## config.mk

```make
export PLATFORM = sky130hd
export DESIGN_NAME = bootRom
export DESIGN_NICKNAME = d
export VERILOG_FILES = /design/src/hw/configure.sv /design/src/hw/bootRom.sv
export SDC_FILE = /design/constraint.sdc
export NUM_CORES = 1
export LEC_CHECK = 0
export CAP_MARGIN = 10
export CORE_MARGIN = 1
export CORE_UTILIZATION = 30
export CTS_CLUSTER_SIZE = 14
export DETAILED_ROUTE_END_ITERATION = 16
export DONT_BUFFER_PORTS = 1
export PLACE_DENSITY = 0.55
export SLEW_MARGIN = 20
export SYNTH_ARGS = -nofsm -noshare
export SYNTH_HDL_FRONTEND = slang
export SYNTH_SLANG_ARGS = --single-unit
```

## constraint.sdc

```tcl
create_clock -name clock -period 1.9 [get_ports clock]
set_input_delay 0.19 -clock clock [delete_from_list [all_inputs] [get_ports clock]]
set_output_delay 0.19 -clock clock [all_outputs]
set_load 0.01 [all_outputs]
```

## src/hw/configure.sv

```systemverilog
package configure;

  // --------------------------------------------------------------------------
  // Address map

  localparam logic [31:0] RomBase = 32'h0000_0000;
  localparam logic [31:0] RomSize = 32'd256;         // 64 words

  localparam logic [31:0] RamBase = 32'h8000_0000;
  localparam int RamDepth = 1024;                     // Words
  localparam int RamAddrWidth = $clog2(RamDepth);
  localparam logic [31:0] RamSize = 32'(RamDepth * 4);

  localparam logic [31:0] TimerBase = 32'h0200_0000;
  localparam logic [31:0] TimerSize = 32'h10;

  // Timer register offsets
  localparam logic [3:0] TimeLowOffset = 4'h0;
  localparam logic [3:0] TimeHighOffset = 4'h4;
  localparam logic [3:0] CompareLowOffset = 4'h8;
  localparam logic [3:0] CompareHighOffset = 4'hC;

  localparam int TimerDivide = 4;                     // Clocks per tick
  localparam int PrescaleWidth = $clog2(TimerDivide);

  // --------------------------------------------------------------------------
  // Bus types

  typedef struct packed {
    logic memValid;
    logic memInstr;        // Fetch
    logic [31:0] memAddr;
    logic [31:0] memWdata;
    logic [3:0] memWstrb;  // Zero for read
  } memInType;

  typedef struct packed {
    logic memReady;
    logic memError;
    logic [31:0] memRdata;
  } memOutType;

  typedef enum logic [1:0] {
    RegionRom,
    RegionRam,
    RegionTimer,
    RegionNone
  } regionType;

  typedef enum logic [1:0] {
    StateIdle,
    StateAccess,
    StateError
  } busStateType;

endpackage

```

## src/hw/bootRom.sv

```systemverilog
`timescale 1ns/1ns

module bootRom import configure::*; (
  input logic clock,
  input logic reset,
  input memInType romIn,
  output memOutType romOut
);

  logic [5:0] wordIndex;
  logic [31:0] romData;
  logic ready;

  assign wordIndex = romIn.memAddr[7:2];

  // --------------------------------------------------------------------------
  // Boot image, words 40 and up read zero

  always_ff @(posedge clock) begin
    case (wordIndex)
      6'd0: romData <= 32'h41014081;
      6'd1: romData <= 32'h42014181;
      6'd2: romData <= 32'h43014281;
      6'd3: romData <= 32'h44014381;
      6'd4: romData <= 32'h45014481;
      6'd5: romData <= 32'h46014581;
      6'd6: romData <= 32'h47014681;
      6'd7: romData <= 32'h48014781;
      6'd8: romData <= 32'h49014881;
      6'd9: romData <= 32'h4A014981;
      6'd10: romData <= 32'h4B014A81;
      6'd11: romData <= 32'h4C014B81;
      6'd12: romData <= 32'h4D014C81;
      6'd13: romData <= 32'h4E014D81;
      6'd14: romData <= 32'h4F014E81;
      6'd15: romData <= 32'h62F94F81;
      6'd16: romData <= 32'h60028293;
      6'd17: romData <= 32'h3002A073;
      6'd18: romData <= 32'hA07342A1;
      6'd19: romData <= 32'h62853002;
      6'd20: romData <= 32'h80028293;
      6'd21: romData <= 32'h3042A073;
      6'd22: romData <= 32'h00000297;  // Trap vector setup
      6'd23: romData <= 32'h02028293;
      6'd24: romData <= 32'h30529073;
      6'd25: romData <= 32'h010002B7;
      6'd26: romData <= 32'h03370291;
      6'd27: romData <= 32'h43818000;
      6'd28: romData <= 32'h00080E37;
      6'd29: romData <= 32'h0001A001;
      6'd30: romData <= 32'h80000F37;
      6'd31: romData <= 32'h2FF30F61;
      6'd32: romData <= 32'h19E33420;
      6'd33: romData <= 32'h8E83FFFF;
      6'd34: romData <= 32'h00230002;
      6'd35: romData <= 32'h030501D3;
      6'd36: romData <= 32'hD4630385;
      6'd37: romData <= 32'h007301C3;
      6'd38: romData <= 32'h00B73020;
      6'd39: romData <= 32'h80678000;  // Jump to RAM
      default: romData <= 32'h00000000;
    endcase
  end

  always_ff @(posedge clock) begin
    if (reset) begin
      ready <= 1'b0;
    end else begin
      ready <= romIn.memValid;
    end
  end

  assign romOut.memReady = ready;
  assign romOut.memError = 1'b0;  // Writes are refused upstream
  assign romOut.memRdata = romData;

endmodule

```

==> impl_metrics.csv <==
group,metric,value,unit
status,status,"completed",
critical_path,path_class,"in2reg",
sta,relSlewSlack,59.5,%
grt,grt_util_met2,25.4,%
yosys,syn_nets,306,
floorplanning,core-area,0.00606,sq mm
floorplanning,die_w,82.1,um
yosys,async_flop_share,0,%
power,peakVddDrop,0.483,mV
floorplanning,dieArea,0.00675,sq mm
power,power.internal,1.16,mW
yosys,synth_area_leaders,"dfxtp_1 (34%), a21oi_1 (6.2%), ha_1 (5.2%), o21ai_0 (4.2%), buf_6 (4.1%)",
critical_path,crit_fanout,13,
sta,fin_ws,0.634,ns
yosys,synth_edf_count,0,
placement,port_buffers,0,
route,via_count,1672,
critical_path,critPathRequiredTime,2.06,ns
placement,pre_cts_ws,0.333,ns
floorplanning,io_pins,106,
route,drc,0,
grt,grtUsageTotal,16.5,%
sta,finalCritPeriodShare,66.6,%
floorplanning,die_h,82.1,um
floorplanning,start_util,31.8,%
final_layout,design_area,0.00201,sq mm
sta,finalSetupTns,0,ns
floorplanning,core.rowCount,28,
yosys,synth_warnings,0,
placement,dp.final_hpwl,3.32,mm
yosys,synth_top_area_share,34.3,%
yosys,yosysMostFrequentCell,"dfxtp_1",
power,powerDensity,784,mW/mm^2
critical_path,cp.arrival,1.43,ns
power,total_power,1.58,mW
route,drt_iter0_drc,264,
hold_path,hp-class,"in2reg",
final_layout,drive_gt1_share,12.4,%
yosys,synth_seq_cells,33,
clock_network,cts_sinks,33,
clock_network,clk_pin_slew,0.07,ns
sta,max_slew.worst_pin.slew,0.607,ns
grt,grt_pass1_wl,8.13,mm
sta,min_period,1.27,ns
final_layout,fillCellCount,641,
yosys,ys_seq_area_share,34.3,%
grt,grt_util_met3,6.48,%
grt,grt_max_degree,48,
clock_network,tritoncts,"yes",
route,drtPass1Iterations,5,
critical_path,cp-end-kind,"flip-flop",
clock_network,cts-root-buf,"clkbuf_8",
sta,fmax,790,MHz
route,wl_per_cell,18.0,um
yosys,netlist_instances,226,
grt,use_met1,20.8,%
power,p_sw,0.415,mW
grt,grt_pass1_vias,1498,
sta,hold_viol,0,
clock_network,post_cts_resized,0,
route,viasPerCell,5.71,
flow_run,maxCapViolations,0,
route,ant_nets,0,
yosys,synth_common_cells,"dfxtp_1 (33), a21oi_1 (24), nor2_1 (19), nand2_1 (17), o21ai_0 (16)",
sta,setup-violations-final,0,
final_layout,num_antenna_cells,0,
power,swShare,26.3,%
critical_path,cp-start-kind,"input port",
yosys,synth_cell_types,56,
sta,rsz0062_at_grt,"false",
yosys,syn_area_per_cell,8.53,sq um
power,seq_power_share,49.5,%
final_layout,area_growth,4.48,%
grt,overflow,0,
route,wirelength,5.26,mm
yosys,synth_area,0.00193,sq mm
grt,top_usage_layer,"met2",
power,p_clk_share,36.2,%
placement,place_area,0.00185,sq mm
sta,final_max_slew_viol_count,0,
power,combPwrFrac,14.3,%
yosys,synth_flop_cell,"dfxtp_1",
final_layout,nets,297,
yosys,synth_top_area_cell,"dfxtp_1",
power,leakage,0.766,nW
grt,antenna_found_initial,0,
placement,place_congestion,0.852,
clock_network,clockBufferDepth,2,
clock_network,htree_num_levels,2,
clock_network,numCtsBuffers,5,
placed cells by master (no fill, tap or decap), types with 5 or more instances in the layout:
cell type	instances
inv_1	5
nand3_1	5
a21oi_1	24
ha_1	8
dlygate4sd3_1	6
clkbuf_8	7
nand2_1	17
dfxtp_1	33
o21ai_1	6
o21ai_0	16
nand2b_1	6
nor2_1	19
layout make-up:
cell class	instances	area (sq um)	area share, %
Clock inverter	1	5.00	0.249
Timing Repair Buffer	8	75.1	3.73
Tap cell	75	93.8	4.66
Sequential cell	33	661	32.8
Clock buffer	7	96.3	4.79
Multi-Input combinational cell	161	1050	52.2
Inverter	8	31.3	1.55
state kept, by name, indices dropped and copies added, names as in the netlist:
register	cells
ready	1
romData	32
metrics by stage:
stage / instances / hold slack [ns] / utilization (%)
after floorplan: 226 / 0.262 / -
after global placement: 279 / 0.265 / 30.6
after detailed placement: 279 / 0.267 / 30.6
after CTS: 291 / 0.000491 / 32.9
after global routing: 293 / 0.00784 / 33.2
final: 293 / 0.0126 / 33.2
kinds of logic (layout without fill, tap and decap cells):
| group | after synthesis | after routing | synth area share (%) |
|---|---|---|---|
| other | 1 | 1 | 0.195 |
| AND/OR/NAND/NOR | 61 | 61 | 16.2 |
| flip-flops | 33 | 33 | 34.3 |
| multiplexers | 4 | 4 | 2.14 |
| buffers and inverters | 32 | 24 | 11.2 |
| AO/OA/AOI/OAI | 87 | 87 | 30.8 |
| adder cells (fa/ha/maj) | 8 | 8 | 5.20 |
final timing paths:
| kind | cells after the start | endpoint | from |
|---|---|---|---|
| max | 6 | romData[22] | romIn[38] |
| min | 1 | romData[28] | romIn[41] |
power by group through the flow:
stage / logic (mW) / registers [mW] / clock network (mW)
2_1_floorplan: 0.229 / 0.791 / 0
3_3_place_gp: 0.212 / 0.799 / 0
3_5_place_dp: 0.211 / 0.799 / 0
4_1_cts: 0.221 / 0.784 / 0.596
5_1_grt: 0.249 / 0.788 / 0.629
6_report: 0.226 / 0.781 / 0.571
worst max-delay path: stages:
cell and delay (ns):
inv_1 0.17, ha_1 0.37, inv_1 0.13, nand2_1 0.09, a21oi_1 0.06, o41ai_1 0.41
repair_timing:
item                                   in CTS  in global routing
hold buffers                                4                  2
setup buffers                               0                  0
endpoints found under the hold margin       6                  2
per-layer routing:
layer | up-vias | wire length, um
met3 | 4 | 534
met1 | 793 | 2270
met5 | - | 0
met4 | 0 | 57
met2 | 86 | 2410
li1 | 789 | -
(Power assumes the default switching activity.)
