$ cat config.mk
export PLATFORM = sky130hd
export DESIGN_NAME = machineTimer
export DESIGN_NICKNAME = d
export VERILOG_FILES = /design/src/hw/configure.sv /design/src/hw/machineTimer.sv
export SDC_FILE = /design/constraint.sdc
export NUM_CORES = 1
export LEC_CHECK = 0
export BUFFER_PORTS_ARGS = -buffer_cell sky130_fd_sc_hd__buf_2
export CAP_MARGIN = 30
export CORE_MARGIN = 1
export CORE_UTILIZATION = 50
export DETAILED_ROUTE_END_ITERATION = 7
export PLACE_DENSITY = 0.7
export RECOVER_POWER = 50
export SLEW_MARGIN = 10
export SYNTH_ARGS = -nofsm -noshare
export SYNTH_HDL_FRONTEND = slang
export SYNTH_SLANG_ARGS = --single-unit
export TNS_END_PERCENT = 100
$ cat constraint.sdc
create_clock -name clock -period 7.8 [get_ports clock]
set_input_delay 0.39 -clock clock [delete_from_list [all_inputs] [get_ports clock]]
set_output_delay 0.39 -clock clock [all_outputs]
set_load 0.01 [all_outputs]
$ cat src/hw/configure.sv
package configure;

  // --------------------------------------------------------------------------
  // Address map

  localparam logic [31:0] RomBase = 32'h0000_0000;
  localparam logic [31:0] RomSize = 32'd256;         // 64 words

  localparam logic [31:0] RamBase = 32'h8000_0000;
  localparam int RamDepth = 1024;                     // Words
  localparam int RamAddrWidth = $clog2(RamDepth);
  localparam logic [31:0] RamSize = 32'(RamDepth * 4);

  localparam logic [31:0] TimerBase = 32'h0200_0000;
  localparam logic [31:0] TimerSize = 32'h10;

  // Timer register offsets
  localparam logic [3:0] TimeLowOffset = 4'h0;
  localparam logic [3:0] TimeHighOffset = 4'h4;
  localparam logic [3:0] CompareLowOffset = 4'h8;
  localparam logic [3:0] CompareHighOffset = 4'hC;

  localparam int TimerDivide = 4;                     // Clocks per tick
  localparam int PrescaleWidth = $clog2(TimerDivide);

  // --------------------------------------------------------------------------
  // Bus types

  typedef struct packed {
    logic memValid;
    logic memInstr;        // Fetch
    logic [31:0] memAddr;
    logic [31:0] memWdata;
    logic [3:0] memWstrb;  // Zero for read
  } memInType;

  typedef struct packed {
    logic memReady;
    logic memError;
    logic [31:0] memRdata;
  } memOutType;

  typedef enum logic [1:0] {
    RegionRom,
    RegionRam,
    RegionTimer,
    RegionNone
  } regionType;

  typedef enum logic [1:0] {
    StateIdle,
    StateAccess,
    StateError
  } busStateType;

endpackage

$ cat src/hw/machineTimer.sv
`timescale 1ns/1ns

module machineTimer import configure::*; (
  input logic clock,
  input logic reset,
  input memInType timerIn,
  output memOutType timerOut,
  output logic timerIrq
);

  logic [PrescaleWidth-1:0] prescale;
  logic tick;
  logic [63:0] timeCount;
  logic [63:0] compareValue;
  logic writeEnable;
  logic [3:0] offset;
  logic [31:0] readData;
  logic [31:0] rdata;
  logic ready;

  assign offset = timerIn.memAddr[3:0];
  assign writeEnable = timerIn.memValid && (timerIn.memWstrb != 4'b0000);
  assign tick = prescale == PrescaleWidth'(TimerDivide - 1);

  always_ff @(posedge clock) begin
    if (reset || tick) begin
      prescale <= '0;
    end else begin
      prescale <= prescale + 1'b1;
    end
  end

  // --------------------------------------------------------------------------
  // Registers, a time write wins over the tick

  always_ff @(posedge clock) begin
    if (reset) begin
      timeCount <= '0;
    end else if (writeEnable && offset == TimeLowOffset) begin
      timeCount[31:0] <= timerIn.memWdata;
    end else if (writeEnable && offset == TimeHighOffset) begin
      timeCount[63:32] <= timerIn.memWdata;
    end else if (tick) begin
      timeCount <= timeCount + 64'd1;
    end
  end

  always_ff @(posedge clock) begin
    if (reset) begin
      compareValue <= '1;  // No interrupt until programmed
    end else if (writeEnable && offset == CompareLowOffset) begin
      compareValue[31:0] <= timerIn.memWdata;
    end else if (writeEnable && offset == CompareHighOffset) begin
      compareValue[63:32] <= timerIn.memWdata;
    end
  end

  always_comb begin
    case (offset)
      TimeLowOffset: readData = timeCount[31:0];
      TimeHighOffset: readData = timeCount[63:32];
      CompareLowOffset: readData = compareValue[31:0];
      CompareHighOffset: readData = compareValue[63:32];
      default: readData = '0;
    endcase
  end

  always_ff @(posedge clock) begin
    rdata <= readData;
  end

  always_ff @(posedge clock) begin
    if (reset) begin
      ready <= 1'b0;
      timerIrq <= 1'b0;
    end else begin
      ready <= timerIn.memValid;
      timerIrq <= timeCount >= compareValue;  // Level, held until compare moves
    end
  end

  assign timerOut.memReady = ready;
  assign timerOut.memError = 1'b0;
  assign timerOut.memRdata = rdata;

endmodule

==> results of run 1 <==
[cells by family (layout without fill, tap and decap cells)]
kind of cell	count (synthesis)	count (layout)	share of synthesized area, %
AOI/OAI and AO/OA	304	304	23.64
xor gates and xnor gates	12	12	1.153
adders and majority gates	66	66	9.062
buffers and inverters	153	197	6.426
DFF	164	164	36.03
muxes	15	15	1.703
other	1	1	0.04115
and+or+nand+nor	427	427	21.94
[area by class of cell]
class	count	area, um^2	area share, %
Tap cell	229	286.5	2.815
Inverter	72	270.3	2.655
Clock inverter	8	100.1	0.9834
Multi-Input combinational cell	825	5281	51.89
Timing Repair Buffer	95	473.0	4.647
Clock buffer	22	484.2	4.757
Sequential cell	164	3283	32.26
[cells in the mapped netlist (all sizes together), types with 3 or more instances]
cell / count / area share [%]
nand2: 207 / 8.5
dfxtp: 164 / 36
clkbuf: 74 / 3.1
inv: 72 / 3.0
o211ai: 70 / 5.8
ha: 66 / 9.1
nor2: 54 / 2.2
a21oi: 51 / 2.8
o21ai: 43 / 2.4
nand3: 42 / 2.4
nand4: 32 / 2.2
a22oi: 24 / 2.0
a222oi: 22 / 2.4
a31oi: 21 / 1.4
nor3: 20 / 1.1
or3: 17 / 1.2
nor4: 16 / 1.3
or4: 13 / 1.2
a311oi: 11 / 1.1
and3: 11 / 0.76
mux2i: 11 / 1.2
a211oi: 10 / 0.82
xnor2: 9 / 0.87
a22o: 7 / 0.67
buf: 7 / 0.40
a221oi: 6 / 0.58
o31ai: 6 / 0.49
and2: 4 / 0.27
mux2: 4 / 0.49
o311ai: 4 / 0.38
a41oi: 3 / 0.29
o31a: 3 / 0.29
o41ai: 3 / 0.37
xor2: 3 / 0.29
[report_power, final]
part | internal (mW) | switching, mW
Clock | 0.502 | 0.342
Sequential | 0.872 | 0.0390
Combinational | 0.0667 | 0.114
Total | 1.44 | 0.494
[worst max-delay path by stage]
stage	startpoint	depth (start not counted)	slack (ns)	endpoint
finish	reset	6	3.89	timeCount[36]
global route	reset	6	3.52	timeCount[43]
CTS	timeCount[0]	7	4.67	timeCount[58]
detailed placement	timerIn[1]	9	4.62	timeCount[36]
global placement	timeCount[0]	7	4.70	timeCount[44]
floorplan	timeCount[0]	8	5.17	timeCount[36]
[metrics by stage]
| stage | hold slack (ns) | utilization [%] | std cells |
|---|---|---|---|
| finish | 0.2010 | 56.86 | 1415 |
| global route | 0.2371 | 56.86 | 1415 |
| CTS | 0.1883 | 57.11 | 1414 |
| detailed placement | 0.4223 | 53.85 | 1384 |
| global placement | 0.4226 | 53.79 | 1383 |
| floorplan | 0.4084 | - | 1142 |
[routing by layer]
layer | share of wire (%) | track usage (%)
met4 | 2.6 | 11.11
met2 | 45 | 46.75
met3 | 7.9 | 4.741
met1 | 45 | 41.76
met5 | 0 | 0
[registers in the layout (all words and copies together) (netlist names)]
signal / count
timerIrq: 1
rdata: 32
compareValue: 64
ready: 1
timeCount: 64
prescale: 2
[worst max-delay path: stages]
cell and delay [ns]:
buf_2 0.07, clkbuf_1 2.18, nor2_1 0.87, nand2_1 0.27, a21oi_1 0.05, or3_1 0.35
[cell usage in the layout (no fill, tap or decap), types with 15 or more instances in the layout]
cell,count
nor2_1,51
clkbuf_1,38
dfxtp_1,164
inv_1,71
nand3_1,41
a31oi_1,21
a22oi_1,24
o21ai_0,41
ha_1,66
nand2_1,207
clkbuf_16,17
buf_2,42
buf_4,15
a222oi_1,22
a21oi_1,51
nand4_1,32
nor3_1,16
o211ai_1,70
or3_1,17
==> impl_metrics.env, run 1 <==
export IMPL_ys_warnings_count=0
export IMPL_core_mm2=0.01790
export IMPL_grt_max_degree=82
export IMPL_start_util_pct=50.90
export IMPL_hp_class="in2reg"
export IMPL_clk_latency_ns=0.43
export IMPL_setup_tns_ns=0
export IMPL_design_area_mm2=0.01018
export IMPL_peakVddDrop_v=0.0001293
export IMPL_antenna_found_initial=0
export IMPL_io_pins=107
export IMPL_power_leakage_nw=4.294
export IMPL_place_gp_congestion=0.8892
export IMPL_clock_fmax_mhz=255.9
export IMPL_finalCriticalPeriod_ns=3.907
export IMPL_rsz0062_at_grt="no"
export IMPL_vias_per_cell=6.368
export IMPL_r2r_start="timeCount[0]"
export IMPL_numCtsBuffers=17
export IMPL_async_flop_share_pct=0
export IMPL_cp_end_kind="flop"
export IMPL_placed_area_mm2=0.009641
export IMPL_root_buffer="clkbuf_16"
export IMPL_drv_cap=2
export IMPL_nets=1313
export IMPL_critPathLaunchType="input port"
export IMPL_drive_gt1_share_pct=8.938
export IMPL_failed_checks="capacitance limit, slew limit"
export IMPL_worst_pin_slew_ns=3.112
export IMPL_synthesis_area_mm2=0.009112
export IMPL_htree_levels=4
export IMPL_drcViolationCount=0
export IMPL_synth_fp_nets=1280
export IMPL_syn2layout_area_growth_pct=11.70
export IMPL_status="complete, but fails checks"
export IMPL_ctsResizeCount=0
export IMPL_reg2regPathDepth=7
export IMPL_cts_buffer_depth=2
export IMPL_grt_pass1_vias=8060
export IMPL_powerDensity_mw_per_mm2=190.1
export IMPL_ctsHoldBuffers=0
export IMPL_path_clk_slew_ns=0.06
export IMPL_setup_viol=0
export IMPL_dr_pass1_iters=6
export IMPL_grt_use_total_pct=30.09
export IMPL_hold_violations=0
export IMPL_setup_worst_path_class="in2reg"
export IMPL_crit_fanout=59
export IMPL_die_w_um=137
export IMPL_post_cts_buffers=0
export IMPL_dp_worst_setup_slack_ns=4.619
export IMPL_setup_ws_ns=3.893
export IMPL_ant_nets=0
export IMPL_slew_limit_headroom_pct=-107.5
export IMPL_final_setup_skew_ns=0.009275
export IMPL_die_y_um=137
export IMPL_cts_tree="built"
export IMPL_num_rows=49
export IMPL_filler_cell_count=1726
export IMPL_avgSynthCellArea_um2=7.979
export IMPL_arrival_ns=4.22
export IMPL_ys_ff_latch=164
export IMPL_synth_edff_count=0
export IMPL_cts_sinks=164
export IMPL_grt_ovfl_total=0
export IMPL_syn_inst=1142
export IMPL_ys_seq_area_share_pct=36.03
export IMPL_drtIter0Drc=1127
export IMPL_period_share_pct=50.09
export IMPL_portBuffers=76
export IMPL_min_path_cells=2
export IMPL_synth_cell_types=65
export IMPL_drt_wirelength_per_cell_um=19.33
export IMPL_ys_flop_type="dfxtp_1"
export IMPL_grt_pass1_wl_um=43500
export IMPL_antenna_cells=0
export IMPL_hp_start="timerIn[69]"
export IMPL_required_ns=8.11
export IMPL_vias=9011
export IMPL_hpwl_um=18520
export IMPL_r2r_end="timeCount[58]"
export IMPL_routed_wl_um=27350
export IMPL_r2r_setup_slack_ns=4.60
export IMPL_dieArea_mm2=0.01877
export IMPL_hold_end="ready"
export IMPL_power_total_mw=1.935
export IMPL_drv_slew=93
No activity file was read; power rests on OpenSTA's default activity.
==> run 2: changes to the inputs <==
--- a/config.mk
+++ b/config.mk
@@ -10,7 +10,7 @@
 export CORE_MARGIN = 1
 export CORE_UTILIZATION = 50
 export DETAILED_ROUTE_END_ITERATION = 7
-export PLACE_DENSITY = 0.7
+export PLACE_DENSITY = 0.73
 export RECOVER_POWER = 50
 export SLEW_MARGIN = 10
 export SYNTH_ARGS = -nofsm -noshare
==> constraint.sdc (replaced) <==
create_clock -name clock -period 3.4 [get_ports clock]
set_input_delay 0.17 -clock clock [delete_from_list [all_inputs] [get_ports clock]]
set_output_delay 0.17 -clock clock [all_outputs]
set_load 0.01 [all_outputs]
==> impl_metrics.env, run 2 (synthesized netlist as in run 1, its figures left out) <==
export IMPL_period_share_pct=92.63
export IMPL_root_buffer="clkbuf_16"
export IMPL_path_clk_slew_ns=0.06
export IMPL_required_ns=3.74
export IMPL_failed_checks="capacitance limit, slew limit"
export IMPL_worst_pin_slew_ns=1.583
export IMPL_dieArea_mm2=0.01877
export IMPL_hold_violations=0
export IMPL_clock_fmax_mhz=317.5
export IMPL_peakVddDrop_v=0.0004228
export IMPL_start_util_pct=50.90
export IMPL_clk_latency_ns=0.43
export IMPL_grt_max_degree=64
export IMPL_portBuffers=76
export IMPL_setup_viol=0
export IMPL_grt_ovfl_total=0
export IMPL_slew_limit_headroom_pct=-5.537
export IMPL_setup_worst_path_class="reg2reg"
export IMPL_vias_per_cell=6.357
export IMPL_arrival_ns=3.48
export IMPL_grt_use_total_pct=30.30
export IMPL_post_cts_buffers=0
export IMPL_cts_buffer_depth=2
export IMPL_place_gp_congestion=0.9199
export IMPL_final_common_cell="nand2_1"
export IMPL_drcViolationCount=0
export IMPL_grt_pass1_wl_um=43820
export IMPL_antenna_cells=0
export IMPL_mostFrequentLayoutCells="207 x nand2_1, 164 x dfxtp_1, 71 x inv_1"
export IMPL_drv_cap=2
export IMPL_reg_top3="compareValue x64, timeCount x64, rdata x32"
export IMPL_drv_slew=62
export IMPL_die_y_um=137
export IMPL_dr_pass1_iters=7
export IMPL_hpwl_um=19000
export IMPL_powerDensity_mw_per_mm2=435.6
export IMPL_status="complete, but fails checks"
export IMPL_grt_pass1_vias=8356
export IMPL_drt_wirelength_per_cell_um=19.29
export IMPL_drive_gt1_share_pct=9.701
export IMPL_nets=1331
export IMPL_core_mm2=0.01790
export IMPL_rsz0062_at_grt="no"
export IMPL_crit_fanout=11
export IMPL_power_total_mw=4.490
export IMPL_power_leakage_nw=4.371
export IMPL_hp_class="in2reg"
export IMPL_critPathLaunchType="flop"
export IMPL_cts_sinks=164
export IMPL_finalCriticalPeriod_ns=3.149
export IMPL_cts_tree="built"
export IMPL_htree_levels=4
export IMPL_numCtsBuffers=17
export IMPL_syn2layout_area_growth_pct=13.11
export IMPL_ctsResizeCount=0
export IMPL_num_rows=49
export IMPL_antenna_found_initial=0
export IMPL_io_pins=107
export IMPL_setup_tns_ns=0
export IMPL_vias=9123
export IMPL_drtIter0Drc=1072
export IMPL_ctsHoldBuffers=1
export IMPL_ant_nets=0
export IMPL_die_w_um=137
export IMPL_final_setup_skew_ns=0.009403
export IMPL_routed_wl_um=27680
export IMPL_cp_end_kind="flop"
## run 2: cell types whose count changed in the layout (fill, tap and decap cells not counted), sizes merged
| cell | before | now |
|---|---|---|
| dlygate4sd3 | 0 | 1 |
| clkinvlp | 1 | 3 |
| buf | 58 | 70 |
| clkinv | 5 | 3 |
| bufinv | 2 | 3 |
| clkbuf | 59 | 65 |
## run 2: layer usage
layer / wire length, um / track usage [%]
met1: 12130 / 41.28
met2: 12340 / 46.75
met3: 2429 / 5.926
met4: 786 / 12.09
met5: 0 / 0
## run 2: worst paths after layout
check             cells past startpoint             to              from  slack, ns
hold reg to reg                       2      rdata[22]  compareValue[22]       0.43
setup / recovery                      7  timeCount[58]      timeCount[0]       0.25
setup reg to reg                      7  timeCount[58]      timeCount[0]       0.25
hold / removal                        3  timeCount[16]       timerIn[20]       0.01
## run 2: critical path: stages (launching register included)
cell and delay [ns]:
dfxtp_1 0.47, ha_1 0.24, nand3_1 0.17, or4_4 0.56
or4_1 0.76, or4_1 0.59, o21ai_1 0.13, o2bb2ai_1 0.12
## run 2: layout make-up
class	instances	area (um^2)
tap	229	286.5
fill	1661	7595
clock inverter	9	127.6
multi-input combinational	825	5274
sequential	164	3283
timing repair buffer	113	598.1
inverter	72	270.3
clock buffer	23	467.9
## run 2: per-stage QoR
stage	worst slack [ns]	hold slack (ns)	util (%)	cells	instance area, um^2
final	0.2507	0.01408	57.58	1435	10310
after global routing	0.08441	0.01894	57.58	1435	10310
after CTS	0.3156	0.006531	57.95	1434	10370
after detailed placement	0.3648	0.4139	54.56	1401	9768
after global placement	0.4021	0.4066	54.50	1400	9757
after floorplan	0.7688	0.2982	-	1142	9112
## run 2: report_power, final
| group | total (mW) | internal [mW] | switching (mW) |
|---|---|---|---|
| Combinational | 0.423 | 0.157 | 0.266 |
| Clock | 1.98 | 1.19 | 0.791 |
| Sequential | 2.09 | 2.00 | 0.0862 |
| Total | 4.49 | 3.35 | 1.14 |
==> run 3: changes to the inputs <==
--- a/config.mk
+++ b/config.mk
@@ -10,7 +10,7 @@
 export CORE_MARGIN = 1
 export CORE_UTILIZATION = 50
 export DETAILED_ROUTE_END_ITERATION = 7
-export PLACE_DENSITY = 0.73
+export PLACE_DENSITY = 0.7
 export RECOVER_POWER = 50
 export SLEW_MARGIN = 10
 export SYNTH_ARGS = -nofsm -noshare
==> constraint.sdc (replaced) <==
create_clock -name clock -period 3.3 [get_ports clock]
set_input_delay 0.165 -clock clock [delete_from_list [all_inputs] [get_ports clock]]
set_output_delay 0.165 -clock clock [all_outputs]
set_load 0.01 [all_outputs]
==> impl_metrics.env, run 3 (synthesized netlist as in run 1, its figures left out) <==
export IMPL_status="finished clean"
export IMPL_dr_pass1_iters=6
export IMPL_clock_fmax_mhz=326.8
export IMPL_switching_share_pct=26.40
export IMPL_crit_buf_inv=0
export IMPL_cp_top_family="simple AND/OR/NAND/NOR gates"
export IMPL_crit_fanout=7
export IMPL_slowest_delay_ns=0.69
export IMPL_root_buffer="clkbuf_16"
export IMPL_cts_tree="built"
export IMPL_dr_wl_met2_um=12350
export IMPL_portBuffers=76
export IMPL_drt_wirelength_per_cell_um=19.33
export IMPL_hp_class="in2reg"
export IMPL_core_mm2=0.01790
export IMPL_routed_wl_um=27910
export IMPL_final_setup_skew_ns=0.009736
export IMPL_worstPathCellList="ha_1 -> nand3_1 -> or4_4 -> or4_1 -> or4_1 -> o21ai_1 -> o2bb2ai_1"
export IMPL_required_ns=3.67
export IMPL_hold_violations=0
export IMPL_filler_cell_count=1689
export IMPL_arrival_ns=3.43
export IMPL_nets=1340
export IMPL_cp_end_kind="flop"
export IMPL_drv_slew=0
export IMPL_path_clk_slew_ns=0.07
export IMPL_vias=9138
export IMPL_power_leakage_nw=4.432
export IMPL_period_share_pct=92.74
export IMPL_seqPwrFrac_pct=45.9
export IMPL_powerDensity_mw_per_mm2=449.8
export IMPL_antenna_cells=0
export IMPL_grt_use_total_pct=30.79
export IMPL_wl_met1_um=12590
export IMPL_grt_pass1_vias=8364
export IMPL_top_layer="met4"
export IMPL_dieArea_mm2=0.01877
export IMPL_drcViolationCount=0
export IMPL_p_switching_mw=1.235
export IMPL_drv_cap=0
export IMPL_die_w_um=137
export IMPL_num_rows=49
export IMPL_internal_power_mw=3.442
export IMPL_setup_viol=0
export IMPL_p_clk_share_pct=44.7
export IMPL_peakVddDrop_v=0.0003697
export IMPL_r2r_setup_slack_ns=0.24
export IMPL_comb_power_share_pct=9.4
export IMPL_worst_pin_slew_ns=1.423
export IMPL_hpwl_um=19230
export IMPL_utilization_pct=58.07
export IMPL_place_gp_congestion=0.9351
export IMPL_cts_sinks=164
export IMPL_io_pins=107
export IMPL_worst_path_most_repeated_cell="or4_1"
export IMPL_numCtsBuffers=17
export IMPL_cts_buffer_depth=2
export IMPL_rsz0062_at_grt="no"
export IMPL_mostFrequentLayoutCells="207 x nand2_1, 164 x dfxtp_1, 71 x inv_1"
export IMPL_setup_worst_path_class="reg2reg"
export IMPL_grt_max_degree=82
export IMPL_grt_pass1_wl_um=44290
export IMPL_wl_met3_um=2290
export IMPL_start_util_pct=50.90
export IMPL_ant_nets=0
export IMPL_clk_latency_ns=0.44
export IMPL_final_common_cell="nand2_1"
export IMPL_syn2layout_area_growth_pct=14.09
export IMPL_post_cts_buffers=0
export IMPL_setup_tns_ns=0
export IMPL_reg_top3="compareValue x64, timeCount x64, rdata x32"
export IMPL_antenna_found_initial=0
export IMPL_htree_levels=4
export IMPL_drtIter0Drc=1069
export IMPL_cpMaxStageDelayCell="or4_1"
export IMPL_drive_gt1_share_pct=10.62
export IMPL_critPathLaunchType="flop"
export IMPL_slew_limit_headroom_pct=5.111
export IMPL_vias_per_cell=6.328
export IMPL_finalCriticalPeriod_ns=3.060
export IMPL_grt_ovfl_total=0
export IMPL_die_y_um=137
[run 3: cell count changes in the layout (fill, tap and decap cells not counted), sizes merged]
cell,change
clkinv,+3
clkinvlp,-1
dlygate4sd3,+2
buf,+10
inv,+3
clkbuf,-8
[run 3: what timing repair did]
| action | 4_1_cts | 5_1_grt |
|---|---|---|
| resized for setup | 0 | 0 |
| endpoints found under the hold margin | 3 | 0 |
| hold buffers | 3 | 0 |
[run 3: power groups by stage]
| stage | Clock, mW | Combinational (mW) | Sequential (mW) |
|---|---|---|---|
| global route | 2.21 | 0.483 | 2.16 |
| finish | 2.09 | 0.438 | 2.15 |
| CTS | 2.11 | 0.441 | 2.14 |
| detailed placement | 0 | 0.436 | 2.19 |
| floorplan | 0 | 0.264 | 2.17 |
| global placement | 0 | 0.428 | 2.19 |
[run 3: path summary, 6_finish.rpt]
path,startpoint,depth (start not counted),end
max,timeCount[1],7,timeCount[58]
min,timerIn[12],3,timeCount[8]
max reg2reg,timeCount[1],7,timeCount[58]
min reg2reg,compareValue[22],2,rdata[22]
[run 3: through the flow]
| step | cells | cell area [um^2] | hold WS (ns) | setup WS [ns] | total power [mW] |
|---|---|---|---|---|---|
| finish | 1444 | 10400 | 0.007723 | 0.2397 | 4.676 |
| global route | 1444 | 10400 | 0.01074 | 0.1090 | 4.848 |
| CTS | 1444 | 10470 | 0.002445 | 0.2884 | 4.699 |
| detailed placement | 1409 | 9824 | 0.4263 | 0.3171 | 2.624 |
| global placement | 1409 | 9824 | 0.4098 | 0.3863 | 2.615 |
| floorplan | 1142 | 9112 | 0.2932 | 0.6688 | 2.436 |
[run 3: layout make-up]
cell class	instances	area [um^2]	area share, %
Clock inverter	14	176.4	1.697
Multi-Input combinational cell	825	5266	50.66
Clock buffer	18	439.2	4.224
Tap cell	229	286.5	2.756
Sequential cell	164	3283	31.58
Timing Repair Buffer	122	674.4	6.487
Inverter	72	270.3	2.600
[run 3: worst reg2reg max path, cell delays in order (launching register included)]
cell and delay (ns):
dfxtp_1 0.47, ha_1 0.23, nand3_1 0.19, or4_4 0.57, or4_1 0.69, or4_1 0.57, o21ai_1 0.15, o2bb2ai_1 0.12
[run 3: per-layer routing]
| metal | GRT usage [%] | vias up |
|---|---|---|
| met5 | 0 | - |
| met4 | 11.05 | 0 |
| met3 | 5.963 | 53 |
| met2 | 47.92 | 432 |
| met1 | 42.09 | 4303 |
| li1 | - | 4350 |
