--- src/hw/configure.sv ---
package configure;

  // --------------------------------------------------------------------------
  // Address map

  localparam logic [31:0] RomBase = 32'h0000_0000;
  localparam logic [31:0] RomSize = 32'd256;         // 64 words

  localparam logic [31:0] RamBase = 32'h8000_0000;
  localparam int RamDepth = 1024;                     // Words
  localparam int RamAddrWidth = $clog2(RamDepth);
  localparam logic [31:0] RamSize = 32'(RamDepth * 4);

  localparam logic [31:0] TimerBase = 32'h0200_0000;
  localparam logic [31:0] TimerSize = 32'h10;

  // Timer register offsets
  localparam logic [3:0] TimeLowOffset = 4'h0;
  localparam logic [3:0] TimeHighOffset = 4'h4;
  localparam logic [3:0] CompareLowOffset = 4'h8;
  localparam logic [3:0] CompareHighOffset = 4'hC;

  localparam int TimerDivide = 4;                     // Clocks per tick
  localparam int PrescaleWidth = $clog2(TimerDivide);

  // --------------------------------------------------------------------------
  // Bus types

  typedef struct packed {
    logic memValid;
    logic memInstr;        // Fetch
    logic [31:0] memAddr;
    logic [31:0] memWdata;
    logic [3:0] memWstrb;  // Zero for read
  } memInType;

  typedef struct packed {
    logic memReady;
    logic memError;
    logic [31:0] memRdata;
  } memOutType;

  typedef enum logic [1:0] {
    RegionRom,
    RegionRam,
    RegionTimer,
    RegionNone
  } regionType;

  typedef enum logic [1:0] {
    StateIdle,
    StateAccess,
    StateError
  } busStateType;

endpackage

--- src/hw/busController.sv ---
`timescale 1ns/1ns

module busController import configure::*; (
  input logic clock,
  input logic reset,
  input memInType memIn,
  output memOutType memOut,
  output memInType romIn,
  output memInType ramIn,
  output memInType timerIn,
  input memOutType romOut,
  input memOutType ramOut,
  input memOutType timerOut
);

  busStateType state;
  regionType region;
  regionType regionReg;
  memInType request;
  logic isWrite;
  logic accessing;
  logic errorReady;

  function automatic regionType decode(input logic [31:0] addr);
    regionType result;
    if ((addr - RomBase) < RomSize) begin
      result = RegionRom;
    end else if ((addr - RamBase) < RamSize) begin
      result = RegionRam;
    end else if ((addr - TimerBase) < TimerSize) begin
      result = RegionTimer;
    end else begin
      result = RegionNone;
    end
    return result;
  endfunction

  assign region = decode(memIn.memAddr);
  assign isWrite = memIn.memWstrb != 4'b0000;

  // --------------------------------------------------------------------------
  // Request FSM

  always_ff @(posedge clock) begin
    if (reset) begin
      state <= StateIdle;
      regionReg <= RegionNone;
      errorReady <= 1'b0;
    end else begin
      errorReady <= state == StateError;
      case (state)
        StateIdle: begin
          if (memIn.memValid) begin
            regionReg <= region;
            if (region == RegionNone || (region == RegionRom && isWrite)) begin
              state <= StateError;
            end else begin
              state <= StateAccess;
            end
          end
        end
        default: state <= StateIdle;  // One cycle in access or error
      endcase
    end
  end

  always_ff @(posedge clock) begin
    if (state == StateIdle && memIn.memValid) begin
      request <= memIn;
    end
  end

  assign accessing = state == StateAccess;

  // Only the recorded target sees valid
  always_comb begin
    romIn = request;
    ramIn = request;
    timerIn = request;
    romIn.memValid = accessing && regionReg == RegionRom;
    ramIn.memValid = accessing && regionReg == RegionRam;
    timerIn.memValid = accessing && regionReg == RegionTimer;
  end

  // Response of the recorded target, or the error pulse
  always_comb begin
    if (errorReady) begin
      memOut = '{memReady: 1'b1, memError: 1'b1, memRdata: '0};
    end else begin
      case (regionReg)
        RegionRom: memOut = romOut;
        RegionRam: memOut = ramOut;
        RegionTimer: memOut = timerOut;
        default: memOut = '0;
      endcase
    end
  end

endmodule

--- config.mk ---
export PLATFORM = sky130hd
export DESIGN_NAME = busController
export DESIGN_NICKNAME = d
export VERILOG_FILES = /design/src/hw/configure.sv /design/src/hw/busController.sv
export SDC_FILE = /design/constraint.sdc
export NUM_CORES = 1
export LEC_CHECK = 0
export BUFFER_PORTS_ARGS = -buffer_cell sky130_fd_sc_hd__buf_2
export CAP_MARGIN = 20
export CORE_AREA = 2 2 162 164
export CTS_BUF_LIST = sky130_fd_sc_hd__clkbuf_8 sky130_fd_sc_hd__clkbuf_16
export DETAILED_ROUTE_END_ITERATION = 6
export DIE_AREA = 0 0 164 166
export GPL_TIMING_DRIVEN = 0
export PLACE_DENSITY = 0.41
export SKIP_CTS_REPAIR_TIMING = 1
export SLEW_MARGIN = 5
export SYNTH_ARGS = -nofsm -noshare
export SYNTH_HDL_FRONTEND = slang
export SYNTH_SLANG_ARGS = --single-unit
--- constraint.sdc ---
create_clock -name clock -period 3 [get_ports clock]
set_input_delay 0.3 -clock clock [delete_from_list [all_inputs] [get_ports clock]]
set_output_delay 0.3 -clock clock [all_outputs]
set_load 0.005 [all_outputs]
==> key figures, run 1 <==
Yosys
  – Compound-Gate Fraction of Synth Area: 0.05259
  – Synth Flop Type: edfxtp_1
  – Post-synthesis mux area share: 0.07902
  – Asr flop ratio synth: 0
  – Ranking of synthesized cells by area: edfxtp_1 48%, buf_4 25%, mux2i_1 7.9%
  – Syn_nets: between 500 and 600
  – Cell taking the most area after synthesis: edfxtp_1
  – XOR/XNOR Fraction of Synth Area: 0.002034
  – Yosys cell types: 33
  – Syn. warnings: 0
  – FF+latch count, synth: 74
  – Main combinational cell family by area after synthesis: buffers and inverters
  – Yosys top cell area share: 0.4811
  – Mapped Cells: 395
  – Area share of fa/ha/maj cells after synthesis: 0.002905
  – Syn Area/Cell: 10.90 sq um
  – Post-synthesis simple-gate area fraction: 0.09762
  – Mapped Area: roughly 0.0043 sq mm
  – Post-synth EDFFs: 69
  – Register area share after synthesis: 0.5044

CTS
  – CTS clk-pin slew, worst paths: 0.06 ns
  – H-tree depth: 3
  – CTS Buf Count: 9
  – Clock root cell: clkbuf_16
  – Sink Count: between 70 and 80
  – CTS tree: done
  – Skew-Pair Late Insertion Delay: about 0.34 ns
  – Max clock buf depth: 2

Routing
  – Post-DR wirelength/cell: 14.19 um
  – TritonRoute pass-1 iters: 4
  – Via density: between 3 and 4
  – First DRT Iteration DRCs: approximately 110
  – Drt total wl: 16.56 mm
  – Via Count: 4,256
  – Final ANT Viol Nets: 0
  – Residual DRC: 0

Finish
  – Fin util: 0.2795
  – Layout cells sized above 1: 0.7016
  – Final #Nets: around 1k
  – Register area: 0.002172 sq mm
  – FILL cells: approximately 2.8k
  – Multi-input gate area: 0.001008 sq mm
  – Final instance area: a little over 0.007 sq mm
  – Area Growth Syn to Fin: 66.24%

Pwr
  – Leak: slightly below 4 nW
  – Clock share of power: 0.371
  – Sw frac: 0.2307
  – PwrDens: 391.1 mW/mm^2
  – Max VDD drop: about 0.23 mV
  – Internal Pwr Total: 2.154 mW
  – Combinational share of power: 0.181
  – Part of the power in registers: 0.448
  – NetSw: roughly 0.65 mW

Setup path
  – CP endpoint kind: output port
  – Worst reg-to-reg setup slack: around 1.1 ns
  – Max incr delay on CP: roughly 0.34 ns
  – Critical path startpoint category: flip-flop
  – Req. time, crit path: 2.70 ns
  – Reg-to-reg critical path endpoint: ramIn[22]$_DFFE_PP_
  – R2r startpoint: state[1]$_SDFFE_PP0P_
  – Buf/Inv on CP: 3
  – Crit Path Category: reg -> out
  – CP arrival: about 1.9 ns
  – CP max FO: 10
  – Critical path, cell by cell: buf_4, buf_4, mux2i_1, nor2_1, a21oi_1, nor2_1, buf_2
  – CP max stage cell: dfxtp_1
  – R2R cell count: 3
  – Critical path's top delay family: buffers and inverters

Floorplanning
  – Die Area: around 0.027 sq mm
  – Die W: 164 um
  – Core area: ~0.026 sq mm
  – Placement Rows: a little under 60
  – Die Y: around 170 um
  – IO Pins: 418
  – Initial Util: 0.1681

Timing
  – Worst-case clock skew: 0.008861 ns
  – Unrepaired setup endpoints after global routing: false
  – Relative slew margins: 0.4210
  – Final setup viols: 0
  – Pins Over Slew Limit: 0
  – Tightest Pin Transition: 0.8675 ns
  – Crit share post-route: 0.7188
  – Clock period minus worst slack: around 2.2 ns
  – Final Hold Vio Count: 0
  – Max Clock Freq: around 0.46 GHz

Min path
  – Hold_sp: memIn[13]
  – Hold depth: 1
  – Worst Hold End: ramIn[13]$_DFFE_PP_
  – Min-delay worst type: in -> reg

Placement
  – # port buffers: roughly 420
  – GP Congestion: around 0.73
  – Post-DP HPWL: 14.31 mm
  – Area after DPL: ~0.0069 sq mm

Global routing
  – Vias in the first global route: roughly 4.1k
  – First-pass GRT wire length: between 20 and 25 mm
  – Initial antenna violation count: 1
  – Total GRT Usage: 0.1163
  – Largest net degree at the start of global routing: 18
  – Total grt overflow: 0

Run
  – Number of max-cap violations: 0

Run status
  – Status: finished clean
-- per-layer routing --
metal  part of all wire  global-route usage  up-vias
met3              0.098             0.03596       14
li1                   -                   -     2088
met1               0.35              0.1193     1887
met5                  0                   0        -
met4              0.018             0.04005        0
met2               0.53              0.2198      267
-- worst reg2reg max path: cells and delay by family (launching register included) --
family | cells | cell delay [ns]
AND/OR/NAND/NOR | 1 | 0.76
buffers and inverters | 2 | 0.47
flip-flops | 1 | 0.37
-- area by class of cell --
class | instances | share of cell area
flip-flops and latches | 74 | 0.3034
clock buffers | 9 | 0.03146
diodes | 1 | 0.0003495
multi-input cells | 164 | 0.1409
clock inverters | 6 | 0.008214
repair buffers | 421 | 0.2999
inverters | 3 | 0.001573
well taps | 335 | 0.05855
plain buffers | 154 | 0.1557
-- registers in the layout, indices dropped and copies added (netlist names) --
name,count
ramIn,69
state,2
regionReg,2
errorReady,1
-- metrics by stage --
stage | setup TNS, ns | setup slack (ns) | instances | hold slack, ns | total power [mW]
after floorplan | 0 | 0.1385 | 395 | 0.3758 | 1.471
after global placement | -55.76 | -1.100 | 1147 | 0.4772 | 1.788
after detailed placement | 0 | 1.062 | 1151 | 0.4782 | 1.796
after CTS | 0 | 0.7869 | 1166 | 0.1163 | 2.859
after global routing | 0 | 0.6462 | 1166 | 0.1160 | 2.948
final | 0 | 0.8436 | 1167 | 0.1356 | 2.800
-- power by group through the flow --
stage | clock, mW | combinational (mW) | sequential, mW
floorplan | 0 | 0.205 | 1.27
global placement | 0 | 0.505 | 1.28
detailed placement | 0 | 0.517 | 1.28
CTS | 1.08 | 0.519 | 1.26
global route | 1.12 | 0.560 | 1.26
finish | 1.04 | 0.508 | 1.25
-- worst max-delay path by stage --
stage | start | cells after the start | endpoint | slack (ns)
after floorplan | state[1]$_SDFFE_PP0P_ | 4 | regionReg[0]$_SDFFE_PP1P_ | 0.14
after detailed placement | state[1]$_SDFFE_PP0P_ | 3 | ramIn[23]$_DFFE_PP_ | 1.06
after global placement | state[1]$_SDFFE_PP0P_ | 4 | regionReg[1]$_SDFFE_PP1P_ | -1.10
final | regionReg[0]$_SDFFE_PP1P_ | 7 | memOut[25] | 0.84
after global routing | regionReg[1]$_SDFFE_PP1P_ | 6 | memOut[19] | 0.65
after CTS | regionReg[0]$_SDFFE_PP1P_ | 7 | memOut[25] | 0.79
-- cells by family after synthesis --
logic type,after synthesis
muxes,34
buffers and inverters,157
DFF,74
xor gates and xnor gates,1
and+or+nand+nor,86
adders and majority gates,1
AOI/OAI and AO/OA,42
-- cells in the mapped netlist (all sizes together), types with 2 or more instances --
library cell and number:
a21oi 34, and3b 2, buf 149, clkbuf 5
dfxtp 5, edfxtp 69, inv 3, mux2i 34
nand2 2, nor2 65, nor3 2, nor3b 2
nor4 7, nor4b 2, o21ai 2
-- placed cells by master (no fill, tap or decap), types with 2 or more instances in the layout --
cell type	n
a21oi_1	34
buf_1	4
mux2i_1	34
nor3_1	2
buf_4	142
clkbuf_1	5
inv_1	4
o21ai_0	2
buf_2	420
edfxtp_1	69
dfxtp_1	5
nor4_1	5
clkbuf_16	9
nor2_1	65
buf_8	4
nor4b_1	2
and3b_1	2
(Power assumes the default switching activity.)
==> run 2: changes to the inputs <==
ABC_AREA = 1   (was default)
CORE_AREA = 2 2 163 165   (was 2 2 162 164)
DIE_AREA = 0 0 165 167   (was 0 0 164 166)
PLACE_DENSITY = 0.4   (was 0.41)
clock period = 2.2 ns   (was 3 ns; I/O delays follow)
==> run 2 against run 1 <==
  * Synthesized cell count grew 31%
  * Combinational power increased by 75%
  * First-iteration DRC count increased by 25%
  * Die area grew 1.2%
  * Cell count rose by 10%
  * Critical path type unchanged
  * Area after synthesis rose by 4.0%
  * Clock skew decreased by 0.0041 ns
  * Critical path depth increased by 1
==> key figures, run 2 <==
CTS
  – Max clock buf depth: 2
  – Sink Count: 74
  – CTS clk-pin slew, worst paths: 0.06 ns
  – Skew-Pair Late Insertion Delay: roughly 0.34 ns
  – CTS Buf Count: 9
  – Clock root cell: clkbuf_16
  – H-tree depth: 3
  – CTS tree: done

Global routing
  – Layer with the highest usage: met2
  – Initial antenna violation count: 0
  – GR Util met3: 0.02316
  – First-pass GRT wire length: roughly 25 mm
  – Total grt overflow: 0
  – Largest net degree at the start of global routing: 31
  – Total GRT Usage: 0.1249
  – Vias in the first global route: between 4k and 5k
  – GR Util met1: 0.1457
  – Met2 usage: 0.2288

Yosys
  – Cell taking the most area after synthesis: edfxtp_1
  – Syn. warnings: 0
  – Yosys cell types: 18
  – FF+latch count, synth: between 70 and 80
  – Ranking of synthesized cells by area: edfxtp_1 46%, buf_4 24%, nand2_1 13%
  – Top-count cell post-synth: nand2_1
  – Syn_nets: approximately 690
  – Post-synth EDFFs: slightly below 70
  – Mapped Cells: about 520
  – Yosys top cell area share: 0.4627
  – Synth Flop Type: edfxtp_1
  – Mapped Area: between 0.004 and 0.005 sq mm
  – Register area share after synthesis: 0.4851
  – Top cells by count, synth: 159 x nand2_1, 144 x buf_4, 69 x edfxtp_1
  – Syn Area/Cell: 8.645 sq um
  – Asr flop ratio synth: 0

Floorplanning
  – Initial Util: 0.1738
  – Die Y: around 170 um
  – Core area: around 0.026 sq mm
  – Die Area: around 0.028 sq mm
  – IO Pins: roughly 420
  – Placement Rows: between 50 and 60
  – Die W: about 170 um

Timing
  – Clock period minus worst slack: between 1.5 and 2 ns
  – Relative slew margins: 0.6294
  – Final setup viols: 0
  – Fin Setup TNS: 0 ns
  – Unrepaired setup endpoints after global routing: false
  – Max Clock Freq: around 0.50 GHz
  – Pins Over Slew Limit: 0
  – Final Hold Vio Count: 0
  – Crit share post-route: 0.9050
  – Tightest Pin Transition: 0.5546 ns
  – Worst-case clock skew: ~0.0047 ns
  – Setup ws final: around 0.21 ns

Finish
  – Antenna cells: 0
  – Commonest non-fill, non-tap cells in the layout: 421 x buf_2, 159 x nand2_1, 144 x buf_4, 69 x edfxtp_1, 51 x inv_1
  – Final #Nets: roughly 1.1k
  – Number of flip-flops under the largest register name: just under 70
  – Final instance area: 0.007326 sq mm
  – Fin util: 0.2843
  – Area Growth Syn to Fin: 63.59%
  – Layout cells sized above 1: 0.6191
  – FILL cells: 2,858
  – Most common cell after layout, fill and taps aside: buf_2

Routing
  – Post-DR wirelength/cell: approximately 14 um
  – Drt total wl: 18.18 mm
  – Via Count: ~4.6k
  – Final ANT Viol Nets: 0
  – Via density: 3.555
  – TritonRoute pass-1 iters: 4
  – Residual DRC: 0
  – First DRT Iteration DRCs: roughly 140

Setup path
  – CP arrival: approximately 1.8 ns
  – Req. time, crit path: between 1.5 and 2 ns
  – Crit Path Category: reg -> out
  – Critical path's top delay family: buffers and inverters
  – Critical path, cell by cell: buf_2, nor2_4, buf_2, nand2_1, nand3_1, nand2_1, inv_1, buf_2
  – Critical path startpoint category: flip-flop
  – CP max stage cell: dfxtp_1
  – Buf/Inv on CP: 4
  – Most common cell on crit path: buf_2
  – CP endpoint kind: output port
  – Max incr delay on CP: 0.29 ns
  – CP max FO: 10

Min path
  – Min-delay worst type: in -> reg

Pwr
  – Max VDD drop: approximately 0.29 mV
  – Leak: 4.103 nW
  – PwrDens: between 500 and 600 mW/mm^2
  – Combinational share of power: 0.218
  – Sw frac: 0.2593
  – Part of the power in registers: 0.418
  – Internal Pwr Total: 3.022 mW
  – NetSw: around 1.1 mW
  – Clock share of power: 0.364

Run
  – Number of max-cap violations: 0

Placement
  – Area after DPL: 0.007032 sq mm
  – Post-placement worst setup slack: roughly 0.45 ns
  – GP Congestion: between 0.8 and 0.9
  – Post-DP HPWL: 15.43 mm
  – # port buffers: approximately 420

Run status
  – Status: finished clean
-- run 2: cells by family after synthesis --
group / Yosys count / synth area share
compound gates: 3 / 0.003352
fa+ha+maj: 1 / 0.002794
buf+inv: 207 / 0.2953
flops: 74 / 0.4851
simple gates: 233 / 0.2135
-- run 2: area by class of cell --
class,instances,area (sq um),share of cell area
sequential,74,2172,0.2965
timing repair buffer,419,2127,0.2903
buffer,151,1112,0.1518
multi-input combinational,237,991.0,0.1353
tap,335,419.2,0.05722
clock buffer,9,225.2,0.03074
inverter,56,210.2,0.02869
clock inverter,7,68.82,0.009394
-- run 2: worst register-to-register path, cell delays in order (launching register included) --
cell	delay (ns)
dfxtp_1	0.30
inv_2	0.06
nand2_1	0.08
nor2_4	0.44
buf_12	0.28
buf_12	0.23
-- run 2: worst paths after layout --
| path | from | end | slack (ns) | cells past startpoint |
|---|---|---|---|---|
| max reg2reg | state[1]$_SDFFE_PP0P_ | ramIn[35]$_DFFE_PP_ | 0.48 | 5 |
| max | regionReg[1]$_SDFFE_PP1P_ | memOut[20] | 0.21 | 8 |
| min reg2reg | state[1]$_SDFFE_PP0P_ | errorReady$_SDFF_PP0_ | 0.45 | 2 |
| min | memIn[25] | ramIn[25]$_DFFE_PP_ | 0.05 | 1 |
-- run 2: metal layers --
| layer | vias to the layer above | wire length (um) |
|---|---|---|
| met4 | 0 | 225 |
| li1 | 2343 | - |
| met1 | 2038 | 7253 |
| met5 | - | 0 |
| met3 | 11 | 1100 |
| met2 | 187 | 9601 |
-- run 2: metrics by stage --
stage	power, mW	hold WS (ns)	cells
floorplan	2.127	0.2962	518
global placement	2.637	0.3968	1270
detailed placement	2.642	0.3984	1272
CTS	4.180	0.03660	1288
global route	4.330	0.03266	1288
finish	4.080	0.05490	1288
-- run 2: power by group through the flow --
stage	registers, mW	logic [mW]	clock network (mW)
4_1_cts	1.71	0.907	1.56
6_report	1.70	0.889	1.49
2_1_floorplan	1.73	0.399	0
3_3_place_gp	1.74	0.895	0
5_1_grt	1.72	0.994	1.62
3_5_place_dp	1.74	0.905	0
==> run 3: changes to the inputs <==
CORE_AREA = 8 8 155 157   (was 2 2 163 165)
CTS_BUF_LIST = sky130_fd_sc_hd__clkbuf_4 sky130_fd_sc_hd__clkbuf_8 sky130_fd_sc_hd__clkbuf_16   (was sky130_fd_sc_hd__clkbuf_8 sky130_fd_sc_hd__clkbuf_16)
DIE_AREA = 0 0 163 165   (was 0 0 165 167)
PLACE_DENSITY = 0.53   (was 0.4)
==> run 3 against run 2 <==
  * Via count rose by 1.4%
  * Clock skew rose by 0.0054 ns
  * Cell area fell by 0.46%
  * Setup slack improved by 0.075 ns
  * Wire length rose by 7.4%
  * Sequential share of layout area rose by 0.14 points
  * Global-route usage rose by 1.1 points
  * Critical path depth did not move
  * Worst hold slack got worse by 0.0059 ns
  * Non-clock buffer count did not move
  * Register-to-register slack improved by 0.20 ns
  * Sequential cell count did not move
==> key figures, run 3 (synthesized netlist as in run 2, its figures left out) <==
Pwr
  – Leak: just over 4 nW
  – PwrDens: between 500 and 600 mW/mm^2
  – Max VDD drop: 0.3260 mV

Timing
  – Worst-case clock skew: approximately 0.010 ns
  – Clock period minus worst slack: 1.916 ns
  – Setup ws final: ~0.28 ns
  – Tightest Pin Transition: around 0.55 ns
  – Pins Over Slew Limit: 0
  – Relative slew margins: 0.6325
  – Max Clock Freq: about 0.52 GHz
  – Final setup viols: 0
  – Final Hold Vio Count: 0
  – Unrepaired setup endpoints after global routing: false
  – Crit share post-route: 0.8709

Floorplanning
  – Die W: around 160 um
  – Core area: around 0.021 sq mm
  – Die Area: around 0.027 sq mm
  – IO Pins: 418
  – Placement Rows: 54
  – Die Y: around 170 um
  – Initial Util: 0.2084

CTS
  – CTS clk-pin slew, worst paths: 0.07 ns
  – H-tree depth: 3
  – Sink Count: 74
  – Clock root cell: clkbuf_16
  – CTS Buf Count: 9
  – Skew-Pair Late Insertion Delay: 0.34 ns
  – CTS tree: done
  – Max clock buf depth: 2

Routing
  – TritonRoute pass-1 iters: 4
  – Post-DR wirelength/cell: roughly 16 um
  – First DRT Iteration DRCs: about 240
  – Final ANT Viol Nets: 0
  – Via Count: ~4.6k
  – Via density: roughly 3.8
  – Residual DRC: 0
  – Drt total wl: a little under 20 mm

Setup path
  – Req. time, crit path: a little under 2 ns
  – Crit Path Category: reg -> out
  – Worst reg-to-reg setup slack: around 0.68 ns
  – Critical path startpoint category: flip-flop
  – CP endpoint kind: output port
  – CP arrival: approximately 1.7 ns
  – CP max FO: 10

Global routing
  – Total GRT Usage: 0.1357
  – Largest net degree at the start of global routing: 34
  – Total grt overflow: 0
  – Vias in the first global route: 4,636
  – Initial antenna violation count: 2
  – First-pass GRT wire length: 27.37 mm

Finish
  – Most common cell after layout, fill and taps aside: buf_2
  – Layout cells sized above 1: 0.6191
  – Number of flip-flops under the largest register name: 69
  – Final #Nets: between 1k and 1.5k
  – Final std cells w/o fill: around 1.2k
  – Final instance area: between 0.007 and 0.008 sq mm
  – Commonest non-fill, non-tap cells in the layout: 421 x buf_2, 159 x nand2_1, 144 x buf_4, 69 x edfxtp_1, 50 x inv_1
  – FILL cells: approximately 2.3k
  – Fin util: 0.3394
  – Area Growth Syn to Fin: 62.84%

Placement
  – Area after DPL: 0.006963 sq mm
  – Post-placement worst setup slack: between 0.6 and 0.7 ns
  – GP Congestion: 0.8359
  – Post-DP HPWL: about 17 mm
  – # port buffers: approximately 420
  – Placed Instances: ~1.2k

Min path
  – Min-delay worst type: in -> reg

Run
  – Number of max-cap violations: 0

Run status
  – Status: finished clean
-- run 3: changes by cell type in the layout (fill, tap and decap cells not counted) --
cell,previous run,this run
bufinv_16,1,2
inv_8,0,1
clkinvlp_4,1,0
clkinv_1,1,2
inv_1,51,50
clkinv_2,2,0
diode_2,0,1
clkinv_4,1,2
-- run 3: layer usage --
layer / track usage / wire length (um) / vias up
li1: - / - / 2344
met1: 0.1485 / 7478 / 2087
met2: 0.2484 / 10300 / 193
met3: 0.03814 / 1445 / 17
met4: 0.04462 / 291 / 2
met5: 0 / 13 / -
-- run 3: stage by stage --
stage                     total power [mW]  setup TNS (ns)  hold WS, ns
final                                4.227               0      0.04899
after global routing                 4.457               0      0.02863
after CTS                            4.305               0      0.03383
after detailed placement             2.651               0       0.3982
after global placement               2.637          -19.36       0.3969
after floorplan                      2.127               0       0.2962
-- run 3: worst paths after layout --
kind	to	from	depth (start not counted)
setup / recovery	memOut[1]	regionReg[0]$_SDFFE_PP1P_	8
hold / removal	ramIn[27]$_DFFE_PP_	memIn[27]	1
setup reg to reg	regionReg[1]$_SDFFE_PP1P_	state[1]$_SDFFE_PP0P_	7
hold reg to reg	errorReady$_SDFF_PP0_	state[1]$_SDFFE_PP0P_	2
-- run 3: where the power goes --
group	switching (mW)	internal, mW
Sequential	0.0679	1.64
Combinational	0.391	0.508
Clock	0.617	1.01
Total	1.08	3.15
-- run 3: area by class of cell --
class / instances / area [sq um] / area share
clock buffer: 9 / 225.2 / 0.03089
inverter: 56 / 210.2 / 0.02883
clock inverter: 7 / 101.3 / 0.01390
sequential: 74 / 2172 / 0.2979
timing repair buffer: 419 / 2127 / 0.2917
multi-input combinational: 237 / 991.0 / 0.1359
antenna: 1 / 2.502 / 0.0003432
tap: 280 / 350.3 / 0.04804
buffer: 151 / 1112 / 0.1525
-- run 3: worst max-delay path, stage by stage (launching register included) --
cell and delay [ns]:
dfxtp_1 0.42, inv_2 0.08, nor2_4 0.17, buf_4 0.22, nand2_1 0.12, nand3_1 0.10, nand2_1 0.08, inv_1 0.06
buf_2 0.11
